File: config.mk
export PLATFORM = sky130hd
export DESIGN_NAME = segment_decoder
export DESIGN_NICKNAME = d
export VERILOG_FILES = /design/src/logic/spmm_data_pkg.sv /design/src/logic/segment_decoder.sv
export SDC_FILE = /design/constraint.sdc
export NUM_CORES = 1
export LEC_CHECK = 0
export ABC_AREA = 1
export ABC_CLOCK_PERIOD_IN_PS = 21000
export BUFFER_PORTS_ARGS = -buffer_cell sky130_fd_sc_hd__buf_2
export CAP_MARGIN = 25
export CELL_PAD_IN_SITES_DETAIL_PLACEMENT = 1
export CELL_PAD_IN_SITES_GLOBAL_PLACEMENT = 1
export CORE_ASPECT_RATIO = 1.25
export CORE_MARGIN = 2
export CORE_UTILIZATION = 42
export DETAILED_ROUTE_END_ITERATION = 10
export PLACE_DENSITY_LB_ADDON = 0.1
export SYNTH_ARGS = -nofsm -noshare
export SYNTH_HDL_FRONTEND = slang
export SYNTH_SLANG_ARGS = --single-unit
File: constraint.sdc
create_clock -name clock -period 21 [get_ports clock]
set_input_delay 2.1 -clock clock [delete_from_list [all_inputs] [get_ports clock]]
set_output_delay 2.1 -clock clock [all_outputs]
set_load 0.01 [all_outputs]
File: src/logic/spmm_data_pkg.sv
package spmm_data_pkg;

    localparam int DATA_W = 8;
    localparam int IDX_W = 8;

    typedef logic [DATA_W-1:0] data_t;
    typedef logic [IDX_W-1:0] idx_t;

    // One wider than an index so that the value N fits
    typedef logic [IDX_W:0] ptr_t;

    typedef struct packed {
        data_t value;
        idx_t  col;
    } lhs_nz_t;

    typedef struct packed {
        logic empty;
        idx_t slot;
    } row_sel_t;

endpackage

File: src/logic/segment_decoder.sv
`timescale 1ns/1ps

module segment_decoder #(
    parameter int N = 16
) (
    input  logic clock,
    input  logic reset,
    input  logic lhs_start,
    input  spmm_data_pkg::ptr_t [N-1:0] ptr,
    output logic [N-1:0] seg_start,
    output spmm_data_pkg::row_sel_t [N-1:0] row_sel
);

    localparam int LG = $clog2(N);

    logic [N-1:0] start_d;
    spmm_data_pkg::row_sel_t [N-1:0] sel_d;
    spmm_data_pkg::row_sel_t [N-1:0] sel_pipe [LG+1];

    always_comb begin
        spmm_data_pkg::ptr_t prev;
        start_d = '0;
        start_d[0] = 1'b1;
        prev = '0;
        for (int r = 0; r < N; r++) begin
            // A row end below N opens the next segment
            if (int'(ptr[r]) < N) begin
                start_d[int'(ptr[r])] = 1'b1;
            end
            sel_d[r].slot = spmm_data_pkg::idx_t'(ptr[r] - 1'b1);
            sel_d[r].empty = (ptr[r] == prev);
            prev = ptr[r];
        end
    end

    always_ff @(posedge clock or posedge reset) begin
        if (reset) begin
            seg_start <= '0;
            for (int k = 0; k <= LG; k++) begin
                sel_pipe[k] <= '0;
            end
        end else begin
            if (lhs_start) begin
                seg_start <= start_d;
                sel_pipe[0] <= sel_d;
            end
            // Follows the scan levels
            for (int k = 1; k <= LG; k++) begin
                sel_pipe[k] <= sel_pipe[k-1];
            end
        end
    end

    assign row_sel = sel_pipe[LG];

endmodule

==> Word-level counts from Yosys, hierarchy flattened <==
Cells that the tools add are included.
{ "word_totals": {"ff_bits": 736, "elab_cells": 320, "inputBits": 147, "out_inout_bits": 160} }
{ "classes": {"reduce_logical": 17, "n_eq_ne": 15, "mux": 48, "magnitude_cmp": 48, "bitwise_logic": 15, "addsub": 16} }
{ "ops": {"columns": ["op", "n"], "rows": [
  ["< comparator 9 x 5 -> 1 bit (second input constant)", 32],
  ["2-to-1 mux 16 bit", 16],
  ["OR 16 bit", 15],
  [">= comparator 9 x 1 -> 1 bit (second input constant)", 16],
  ["== test 9 bit", 15],
  ["subtractor 8 x 1 -> 8 bit (second input constant)", 16],
  ["demux 1 bit (select 4 bit)", 16],
  ["logical AND 1 bit", 16],
  ["2-to-1 mux 1 bit", 16],
  ["zero test 9 bit", 1]
]} }

==> Logic depth before layout (Yosys ltp) <==
{ "depth": {"word_depth": 35, "depth_mapped": 12, "depth_no_buf": 12} }

==> Least setup slack after synthesis <==
No wires, ideal clock.
{ "synth_path": {"path_type": "input-to-reg", "startpoint": "input port ptr[54] (netlist name)", "endpoint": "register sel_pipe[636] (netlist name)", "t_required_ns": 20.871, "path_buffers": 0, "slack_ns": 17.863, "setup_time_ns": 0.129, "cell_stages": 7, "t_arrival_ns": 3.008, "cell_sequence": "inv_1 ha_1 inv_1 nor4_1 nand2_1 xor2_1 o21ai_1"} }
{ "synth_via": {"elab_chain_cells": 1} }
{ "synth_lines": {"columns": ["item", "line", "text"], "rows": [
  ["start, declared", "segment_decoder.sv:9", "input spmm_data_pkg::ptr_t [N-1:0] ptr,"],
  ["subtractor 8 x 1 -> 8 bit", "segment_decoder.sv:30", "sel_d[r].slot = spmm_data_pkg::idx_t'(ptr[r] - 1'b1);"],
  ["end signal, assigned by index", "segment_decoder.sv:49", "sel_pipe[k] <= sel_pipe[k-1];"],
  ["end, declared", "segment_decoder.sv:18", "spmm_data_pkg::row_sel_t [N-1:0] sel_pipe [LG+1];"]
]} }
No other way between the ends.
A chain may end at the register's enable or synchronous reset.

==> reports/metrics.yaml <==
io_pins: 307
p_sw_frac: 0.242
powerDensity_nw_per_um2: 97.9
holdBufCountCts: 0
die_h_um: 297
seqPwrFrac: 0.497
drc: 0
synthToLayoutAreaGrowth_pct: 13.6
period_needed_ns: 4.11
die_area_um2: 70700
peakVddDrop_uv: 84.3
holdWs_ns: 0.340
syn_nets: 2944
finalSetupTns_ns: 0
worstMarginPinSlew_ns: 0.995
htreeDepth: 3
clk_latency_ns: 0.61
postSynthAreaPerCell_um2: 10.6
critPathTopFamily: "buffers and inverters"
arrival_ns: 4.72
drt-total-wl_um: 79400
synth_warnings: 0
clkTransAtPathRegs_ns: 0.06
grt_pass1_vias: 20800
intPower_w: 0.00243
drt-initial-drc-count: 1176
die_w_um: 238
yosysSeqAreaShare: 0.639
skew_ns: 0.0150
initial_core_util: 0.424
finalCritPeriodShare: 0.195
yosys.cell_types.count: 46
avgViaCountPerCell: 4.95
antenna_found_initial: 11
hold_viol: 0
worstPathCellList: "buf_2 -> clkinvlp_4 -> buf_4 -> buf_12 -> buf_4 -> buf_12"
post-route-util: 0.481
slew_viol_final: 0
num_rows: 107
ys_top_cells_by_area: "dfrtp_1 (64%), nand2_1 (7.1%), nor2_1 (4.1%)"
start_kind: "primary input"
vias: 19000
crit_slowest_cell: "buf_4"
drtAntennaViolNets: 0
synth_area_um2: 28800
cts_root_buf: "clkbuf_16"
p_leak_nw: 15.7
required_ns: 21.61
async_flop_share: 1.00
critPathMaxStageDelay_ns: 0.75
gp_congestion: 0.869
wl_per_cell_um: 20.7
clock_sinks: 736
drt_pass1_iterations: 5
fmaxAchievable_mhz: 244
clkPwrFrac: 0.427
status: "completed"
io_buffers: 306
gr-total-overflow: 0
ys.flop_type: "dfrtp_1"
switchingPower_w: 0.000777
grt_pass1_wl_um: 124000
ys_ff_latch: 736
yosysTopAreaCellShare: 0.639
total_power_w: 0.00321
ctsResizeCount: 0
num-nets-final: 3132
worstSetupPathType: "in -> async"
rsz0062_at_grt: "no"
syn_inst: 2717
slew_headroom: 0.336
grt_max_degree: 178
p_comb_frac: 0.076
layout-drive-gt1-share: 0.187
cap_viol_max_count: 0
endpoint_kind: "asynchronous set/reset pin"
dp_hpwl_um: 58200
path_buf_inv: 6
setup_violations: 0
synth_top_area_cell: "dfrtp_1"
cts_setup_buffers: 0
cts_made_buffers: 73
core_area_um2: 68000
grt_usage: 0.228
cts.path.max_buffers: 3
cp_max_fo: 174
cts_tree: "done"
synth_edf_count: 0
min_path_type: "reg -> reg"
==> layout make-up <==
class | instances | area, µm²
inverters | 214 | 815
flip-flops and latches | 736 | 18400
repair buffers | 315 | 1650
diodes | 9 | 22.5
fillers | 7534 | 35300
well taps | 872 | 1090
clock buffers | 102 | 2110
clock inverters | 32 | 454
multi-input cells | 1565 | 8180
==> final timing paths <==
check | start | endpoint | slack [ns] | cells past startpoint
max | reset | sel_pipe[590]$_DFFE_PP0P_ | 16.89 | 6
min | sel_pipe[307]$_DFF_PP0_ | sel_pipe[163]$_DFF_PP0_ | 0.34 | 0
max reg2reg | seg_start[11]$_DFFE_PP0P_ | seg_start[11]$_DFFE_PP0P_ | 20.13 | 3
min reg2reg | sel_pipe[307]$_DFF_PP0_ | sel_pipe[163]$_DFF_PP0_ | 0.34 | 0
max in group clock | lhs_start | sel_pipe[580]$_DFFE_PP0P_ | 17.25 | 4
min in group asynchronous | reset | sel_pipe[666]$_DFFE_PP0P_ | 1.65 | 3
==> through the flow <==
stage                     instance area, µm²  instances  worst slack (ns)
after floorplan                        28800       2717              8.81
after global placement                 30100       3701             16.11
after detailed placement               30100       3701             16.00
after CTS                              32700       3835             16.65
after global routing                   32700       3844             16.49
final                                  32700       3845             16.89
==> synthesized netlist by cell type, types with 3 or more instances <==
library cell / number
clkbuf_1: 10
a31oi_1: 24
nor3_1: 21
nand3_1: 131
o21ai_1: 22
or2_2: 9
nor2_4: 17
nor3b_1: 3
nor4_1: 4
o22ai_1: 45
dfrtp_1: 736
nand3_2: 14
inv_1: 189
buf_2: 31
buf_4: 152
nor2_1: 316
o21ai_0: 97
a211oi_2: 3
xor2_1: 51
a21oi_1: 67
nor3_2: 7
a211oi_1: 5
buf_6: 6
nor2_2: 37
nand4_1: 16
xnor2_1: 28
ha_1: 80
o2111ai_1: 10
nand2_1: 542
inv_2: 24
==> cell usage in the layout, fill, tap and decap left out, types with 10 or more instances in the layout <==
| cell type | instances |
|---|---|
| dfrtp_1 | 736 |
| nand2_1 | 542 |
| nor2_1 | 316 |
| buf_2 | 305 |
| inv_1 | 188 |
| nand3_1 | 131 |
| o21ai_0 | 97 |
| ha_1 | 80 |
| clkbuf_16 | 74 |
| a21oi_1 | 67 |
| xor2_1 | 51 |
| o22ai_1 | 45 |
| nor2_2 | 37 |
| xnor2_1 | 28 |
| a31oi_1 | 24 |
| inv_2 | 23 |
| o21ai_1 | 22 |
| nor3_1 | 21 |
| nor2_4 | 17 |
| nand4_1 | 16 |
| clkbuf_8 | 15 |
| nand3_2 | 14 |
| clkbuf_1 | 13 |
| o2111ai_1 | 10 |
==> sequential cells by signal, summed over array words and instances (netlist names) <==
register,cells
seg_start,16
sel_pipe,576
row_sel,144
==> per-layer routing <==
metal,global-route usage,part of all wire,vias up
met5,0,0.00030,-
met4,0.0643,0.020,4
met3,0.0395,0.041,92
met2,0.394,0.51,375
met1,0.295,0.43,9677
li1,-,-,8878
==> cells by family after synthesis <==
group,Yosys count,synth area share
adder cells (fa/ha/maj),80,0.0347
AND/OR/NAND/NOR,1124,0.170
AO/OA/AOI/OAI,282,0.0554
buffers and inverters,416,0.0771
XOR/XNOR,79,0.0240
flip-flops,736,0.639
==> worst reg2reg max path, cell delays in order (launching register included) <==
cell and delay (ns):
dfrtp_1 0.38, or2_2 0.27, nand2_1 0.08, inv_1 0.04
==> power groups by stage <==
stage	registers, W	logic, W	clock network [W]
after CTS	0.00160	0.000247	0.00141
after floorplan	0.00160	0.000175	0
final	0.00159	0.000243	0.00137
after global placement	0.00161	0.000239	0
after detailed placement	0.00162	0.000245	0
after global routing	0.00161	0.000272	0.00147
Note: power is estimated with default switching activity, not from simulation.
