File: config.mk
export PLATFORM = sky130hd
export DESIGN_NAME = spmm_ctrl
export DESIGN_NICKNAME = d
export VERILOG_FILES = /design/src/logic/spmm_data_pkg.sv /design/src/logic/spmm_ctrl_pkg.sv /design/src/logic/spmm_ctrl.sv
export SDC_FILE = /design/constraint.sdc
export NUM_CORES = 1
export LEC_CHECK = 0
export CORE_MARGIN = 3
export CORE_UTILIZATION = 45
export DETAILED_ROUTE_END_ITERATION = 7
export DONT_BUFFER_PORTS = 1
export PLACE_DENSITY = 0.67
export SYNTH_ARGS = -nofsm -noshare
export SYNTH_HDL_FRONTEND = slang
export SYNTH_SLANG_ARGS = --single-unit
File: constraint.sdc
create_clock -name clock -period 2.9 [get_ports clock]
set_clock_uncertainty 0.1 [all_clocks]
set_input_delay 0.145 -clock clock [delete_from_list [all_inputs] [get_ports clock]]
set_output_delay 0.145 -clock clock [all_outputs]
set_load 0.1 [all_outputs]
File: src/logic/spmm_data_pkg.sv
package spmm_data_pkg;

    localparam int DATA_W = 8;
    localparam int IDX_W = 8;

    typedef logic [DATA_W-1:0] data_t;
    typedef logic [IDX_W-1:0] idx_t;

    // One wider than an index so that the value N fits
    typedef logic [IDX_W:0] ptr_t;

    typedef struct packed {
        data_t value;
        idx_t  col;
    } lhs_nz_t;

    typedef struct packed {
        logic empty;
        idx_t slot;
    } row_sel_t;

endpackage

File: src/logic/spmm_ctrl_pkg.sv
package spmm_ctrl_pkg;

    // Rows per beat on the right-load and output ports
    localparam int ROWS_PER_BEAT = 4;

    typedef enum logic [1:0] {
        RHS_EMPTY,
        RHS_LOAD,
        RHS_READY
    } rhs_state_t;

    typedef enum logic {
        OUT_IDLE,
        OUT_STREAM
    } out_state_t;

endpackage

File: src/logic/spmm_ctrl.sv
`timescale 1ns/1ps

module spmm_ctrl #(
    parameter int N = 16
) (
    input  logic clock,
    input  logic reset,
    input  logic rhs_start,
    input  logic lhs_start,
    output logic rhs_ready,
    output logic lhs_ready,
    output logic rhs_we,
    output spmm_data_pkg::idx_t rhs_blk,
    output logic capture,
    output logic out_valid,
    output spmm_data_pkg::idx_t out_blk
);

    localparam int LG = $clog2(N);
    localparam int BLOCKS = N / spmm_ctrl_pkg::ROWS_PER_BEAT;
    localparam spmm_data_pkg::idx_t LAST_BLK = spmm_data_pkg::idx_t'(BLOCKS - 1);

    spmm_ctrl_pkg::rhs_state_t rhs_state;
    spmm_ctrl_pkg::out_state_t out_state;
    spmm_data_pkg::idx_t load_blk;
    spmm_data_pkg::idx_t space_cnt;
    logic [LG+2:0] in_flight;
    logic rhs_take;
    logic lhs_take;

    // No reload while a product still needs the current matrix
    assign rhs_ready = (rhs_state != spmm_ctrl_pkg::RHS_LOAD) && (in_flight == '0);
    assign lhs_ready = (rhs_state == spmm_ctrl_pkg::RHS_READY) && (space_cnt == '0);

    assign rhs_take = rhs_start && rhs_ready;
    assign lhs_take = lhs_start && lhs_ready;

    // Block 0 goes in on the accepting edge, the rest follow back to back
    assign rhs_we = rhs_take || (rhs_state == spmm_ctrl_pkg::RHS_LOAD);
    assign rhs_blk = (rhs_state == spmm_ctrl_pkg::RHS_LOAD) ? load_blk : '0;

    always_ff @(posedge clock or posedge reset) begin
        if (reset) begin
            rhs_state <= spmm_ctrl_pkg::RHS_EMPTY;
            load_blk <= '0;
        end else begin
            case (rhs_state)
                spmm_ctrl_pkg::RHS_LOAD: begin
                    if (load_blk == LAST_BLK) begin
                        rhs_state <= spmm_ctrl_pkg::RHS_READY;
                    end
                    load_blk <= load_blk + 1'b1;
                end
                default: begin
                    if (rhs_take) begin
                        if (BLOCKS == 1) begin
                            rhs_state <= spmm_ctrl_pkg::RHS_READY;
                        end else begin
                            rhs_state <= spmm_ctrl_pkg::RHS_LOAD;
                        end
                        load_blk <= spmm_data_pkg::idx_t'(1);
                    end
                end
            endcase
        end
    end

    // Issue spacing
    always_ff @(posedge clock or posedge reset) begin
        if (reset) begin
            space_cnt <= '0;
        end else if (lhs_take) begin
            space_cnt <= LAST_BLK;
        end else if (space_cnt != '0) begin
            space_cnt <= space_cnt - 1'b1;
        end
    end

    // Bit k set means a beat accepted k+1 cycles ago
    always_ff @(posedge clock or posedge reset) begin
        if (reset) begin
            in_flight <= '0;
        end else begin
            in_flight <= {in_flight[LG+1:0], lhs_take};
        end
    end

    // Gather registers hold the result during this cycle
    assign capture = in_flight[LG+1];

    always_ff @(posedge clock or posedge reset) begin
        if (reset) begin
            out_state <= spmm_ctrl_pkg::OUT_IDLE;
            out_blk <= '0;
        end else begin
            case (out_state)
                spmm_ctrl_pkg::OUT_IDLE: begin
                    if (capture) begin
                        out_state <= spmm_ctrl_pkg::OUT_STREAM;
                        out_blk <= '0;
                    end
                end
                default: begin
                    if (out_blk == LAST_BLK) begin
                        out_blk <= '0;
                        // Next matrix captured on this edge keeps the stream going
                        if (!capture) begin
                            out_state <= spmm_ctrl_pkg::OUT_IDLE;
                        end
                    end else begin
                        out_blk <= out_blk + 1'b1;
                    end
                end
            endcase
        end
    end

    assign out_valid = (out_state == spmm_ctrl_pkg::OUT_STREAM);

endmodule

# After elaboration in Yosys (flattened, before gate mapping)
# Cells that the tools add are included.
[classes]
addsub = 3
eq_ne = 6
muxes = 14
reduce_logical = 12
[op_table]
columns = ["cell", "count"]
rows = [
  ["2-to-1 mux 8 bit", 8],
  ["adder 8 x 1 -> 8 bit, second input constant", 2],
  ["== test 8 x 2 -> 1 bit, second input constant", 2],
  ["logical NOT 8 bit", 1],
  ["nonzero test 8 bit", 1],
  ["subtractor 8 x 1 -> 8 bit, second input constant", 1],
  ["logical NOT 7 bit", 1],
  ["2-to-1 mux 2 bit", 3],
  ["nonzero test 2 bit", 3],
  ["logical AND 1 bit", 4],
  ["inequality test 2 x 1 -> 1 bit, second input constant", 2],
  ["2-to-1 mux 1 bit", 3],
  ["== test 2 x 1 -> 1 bit, second input constant", 1],
  ["== test 2 bit, second input constant", 1],
  ["AND reduction 2 bit", 1],
  ["logical OR 1 bit", 1],
]
[word_totals]
register_bits = 34
inputBits = 4

# Depth between registers and ports, before layout
[logic_depth]
depth_word = 5
mapped_depth = 6
mapped_depth_nobuf = 6

# Worst setup path after synthesis
# No wires, ideal clock.
[synth_path]
path_type = "flip-flop to output port"
from = "reg space_cnt[0]"
to = "out lhs_ready"
arrival_ps = 3464
required_time_ps = 2655
path_slack_ps = -809
path_stages_with_launch = 6
cell_sequence = "dfrtp_1 > inv_1 > ha_1 > nor4b_2 > nand2_1 > nor3b_1"
[synth_between]
elab_chain_cells = 2
[synth_lines]
columns = ["element", "line", "rtl"]
rows = [
  ["start: declaration", "spmm_ctrl.sv:26", "spmm_data_pkg::idx_t space_cnt;"],
  ["start signal: assignment", "spmm_ctrl.sv:75", "space_cnt <= space_cnt - 1'b1;"],
  ["logical NOT 8 bit", "spmm_ctrl.sv:33", "assign lhs_ready = (rhs_state == spmm_ctrl_pkg::RHS_READY) && (space_cnt == '0);"],
  ["logical AND 1 bit", "spmm_ctrl.sv:33", ""],
  ["end: declaration", "spmm_ctrl.sv:11", "output logic lhs_ready,"],
]
# No other way between the ends.

# Worst setup path in the final report
# Same ends and word-level chain as after synthesis.

==> impl_metrics.toml <==
[outcome]
outcome = "finished, final reports clean"

[cells_and_area]
final_common_cell = "dfrtp_1"
layout-drive-gt1-share = 0.1990
synthToLayoutAreaGrowth_pct = 19.38
finish.utilization = 0.5685
layout_common_cells = "dfrtp_1, buf_4, nand2_1"
fin_nets = 197
diodes = 0
multi_input_area_um2 = 752.0
nFillCells = 312
finalInstanceArea_um2 = 1942
register_area_um2 = 850.8

[critical_path]
worstPathArrival_ns = 2.30
cpLargestDelayFamily = "simple AND/OR/NAND/NOR gates"
slowest_delay_ns = 0.44
critPathKind = "reg2out"
end_kind = "primary output"
crit_fanout = 7
start_kind = "flop"
slowest_stage = "dfrtp_1"
worstPathCellList = "inv_1 -> ha_1 -> nor4b_2 -> nand2_1 -> nor3b_4 -> buf_4"
crit_required_ns = 2.65
path_buf_inv = 2

[placed_design]
place_area_um2 = 1844
dp_hpwl_um = 2343
port_buffers = 0
routabilityCongestion = 0.8176

[worst_hold_path]
min_path_type = "in2reg"

[die]
die_x_um = 66.12
die_h_um = 66.12
start_util = 0.4762
coreArea_um2 = 3416
rows = 21
ios = 25
die_area_um2 = 4372

[clocking]
cts_made_buffers = 5
cts_root_buf = "clkbuf_4"
htreeDepth = 2
path_clk_slew_ns = 0.10
cts_setup_buffers = 0
ctsLongestPathBuffers = 2
cts_tree = "yes"
cts_hold_buf = 2
cts.sinks = 34
cts_resized = 0
clk_latency_ns = 0.35

[yosys]
syn_inst = 162
synth.avg_cell_area_um2 = 10.04
synthTopCellsByArea = "dfrtp_1, nand2_1, nand3_1"
ys_seq_area_frac = 0.5231
yosys_warnings = 0
synth_seq_cells = 34
synth_top_area_cell = "dfrtp_1"
synth_top_area_frac = 0.5231
yosysUniqueCellTypes = 40
syn_nets = 169
synthesis.area_um2 = 1627

[detailed_routing]
vias = 1302
drt-initial-drc-count = 68
viasPerCell = 5.494
drtAntennaViolNets = 0
dr.pass1.iters = 4
drcViolationCount = 0
drt-total-wl_um = 3335
avgRoutedWirePerCell_um = 14.07

[global_routing]
grt-ovfl-total = 0
grt_pass1_vias = 1317
grt_usage = 0.1849
grt_pass1_wl_um = 6051
grt_antenna_before_repair = 0
grt_start_max_net_pins = 35

[timing]
hold_slack_ns = 0.08523
setup_violations = 0
final.setup.tns_ns = 0
final.period_utilization = 0.8793
slew_headroom = 0.5257
timing.fmax_mhz = 392.2
hold_viol_final = 0
slew_violations = 0
fin_crit_ns = 2.550
rsz0062_at_grt = "no"
tightest_slew_ns = 0.7100

[power_and_ir_drop]
ir_drop_mv = 0.5678
power_leakage_nw = 0.9342
p_per_area_nw_per_um2 = 1109

[flow_run]
max-cap-violations = 0
[synth_stat cells (all sizes together)]
cell	instances
a21bo	1
a21o	1
a21oi	7
a221o	1
a22o	1
a31oi	2
and2	7
and3	5
and3b	1
and4	1
and4b	1
buf	1
clkbuf	2
dfrtp	34
ha	3
inv	5
mux2	1
mux2i	1
nand2	18
nand2b	6
nand3	9
nand4	4
nand4b	1
nor2	10
nor2b	2
nor3	9
nor3b	2
nor4	2
nor4b	1
o21ai	13
o22a	1
o41ai	1
or2	1
or3	1
or4	1
or4b	1
xnor2	2
xor2	2
[area by class of cell]
type | count | share of cell area
clock buffer | 5 | 0.01933
multi-input combinational | 120 | 0.3872
sequential | 34 | 0.4381
timing repair buffer | 24 | 0.09536
inverter | 5 | 0.009665
clock inverter | 3 | 0.02062
tap | 46 | 0.02964
[kinds of logic (layout without fill, tap and decap cells)]
| group | Yosys count | count (layout) | share of synthesized area |
|---|---|---|---|
| AO/OA/AOI/OAI | 28 | 28 | 0.1138 |
| flip-flops | 34 | 34 | 0.5231 |
| multiplexers | 2 | 2 | 0.01308 |
| buffers and inverters | 8 | 37 | 0.02308 |
| XOR/XNOR | 4 | 4 | 0.02154 |
| adder cells (fa/ha/maj) | 3 | 3 | 0.02308 |
| AND/OR/NAND/NOR | 83 | 83 | 0.2823 |
[worst paths after layout]
path | slack [ns] | cells after the start | to | start
worst max-delay path | 0.35 | 6 | lhs_ready | space_cnt[0]
worst min-delay path | 0.09 | 2 | in_flight[0] | lhs_start
worst max register to register | 0.88 | 3 | load_blk[6] | rhs_state[0]
worst min register to register | 0.28 | 0 | in_flight[5] | in_flight[4]
max in group asynchronous | 2.18 | 3 | space_cnt[1] | reset
min in group asynchronous | 0.21 | 3 | out_blk[4] | reset
[registers in the layout, summed over array words and instances, names as in the netlist]
register   count
load_blk       8
out_blk        8
space_cnt      8
rhs_state      2
in_flight      7
out_valid      1
[per-stage QoR]
step	total power [W]	instances	worst slack [ns]
after global placement	0.001779	227	0.8047
after detailed placement	0.001818	227	0.7354
after floorplan	0.001592	162	0.1774
after CTS	0.002173	237	0.3253
final	0.002154	237	0.3500
after global routing	0.002298	237	0.07914
[power by group]
| part | leakage (nW) | internal [W] | switching (W) |
|---|---|---|---|
| combinational | 0.446 | 0.000285 | 0.000783 |
| sequential | 0.444 | 0.000596 | 0.000148 |
| clock | 0.0450 | 0.000178 | 0.000165 |
[routing by layer]
layer,wire (um),track usage,part of all wire
met5,0,0,0
met4,73,0.08883,0.022
met3,173,0.06633,0.052
met2,1631,0.2937,0.49
met1,1456,0.2210,0.44
Note: power is estimated with default switching activity, not from simulation.
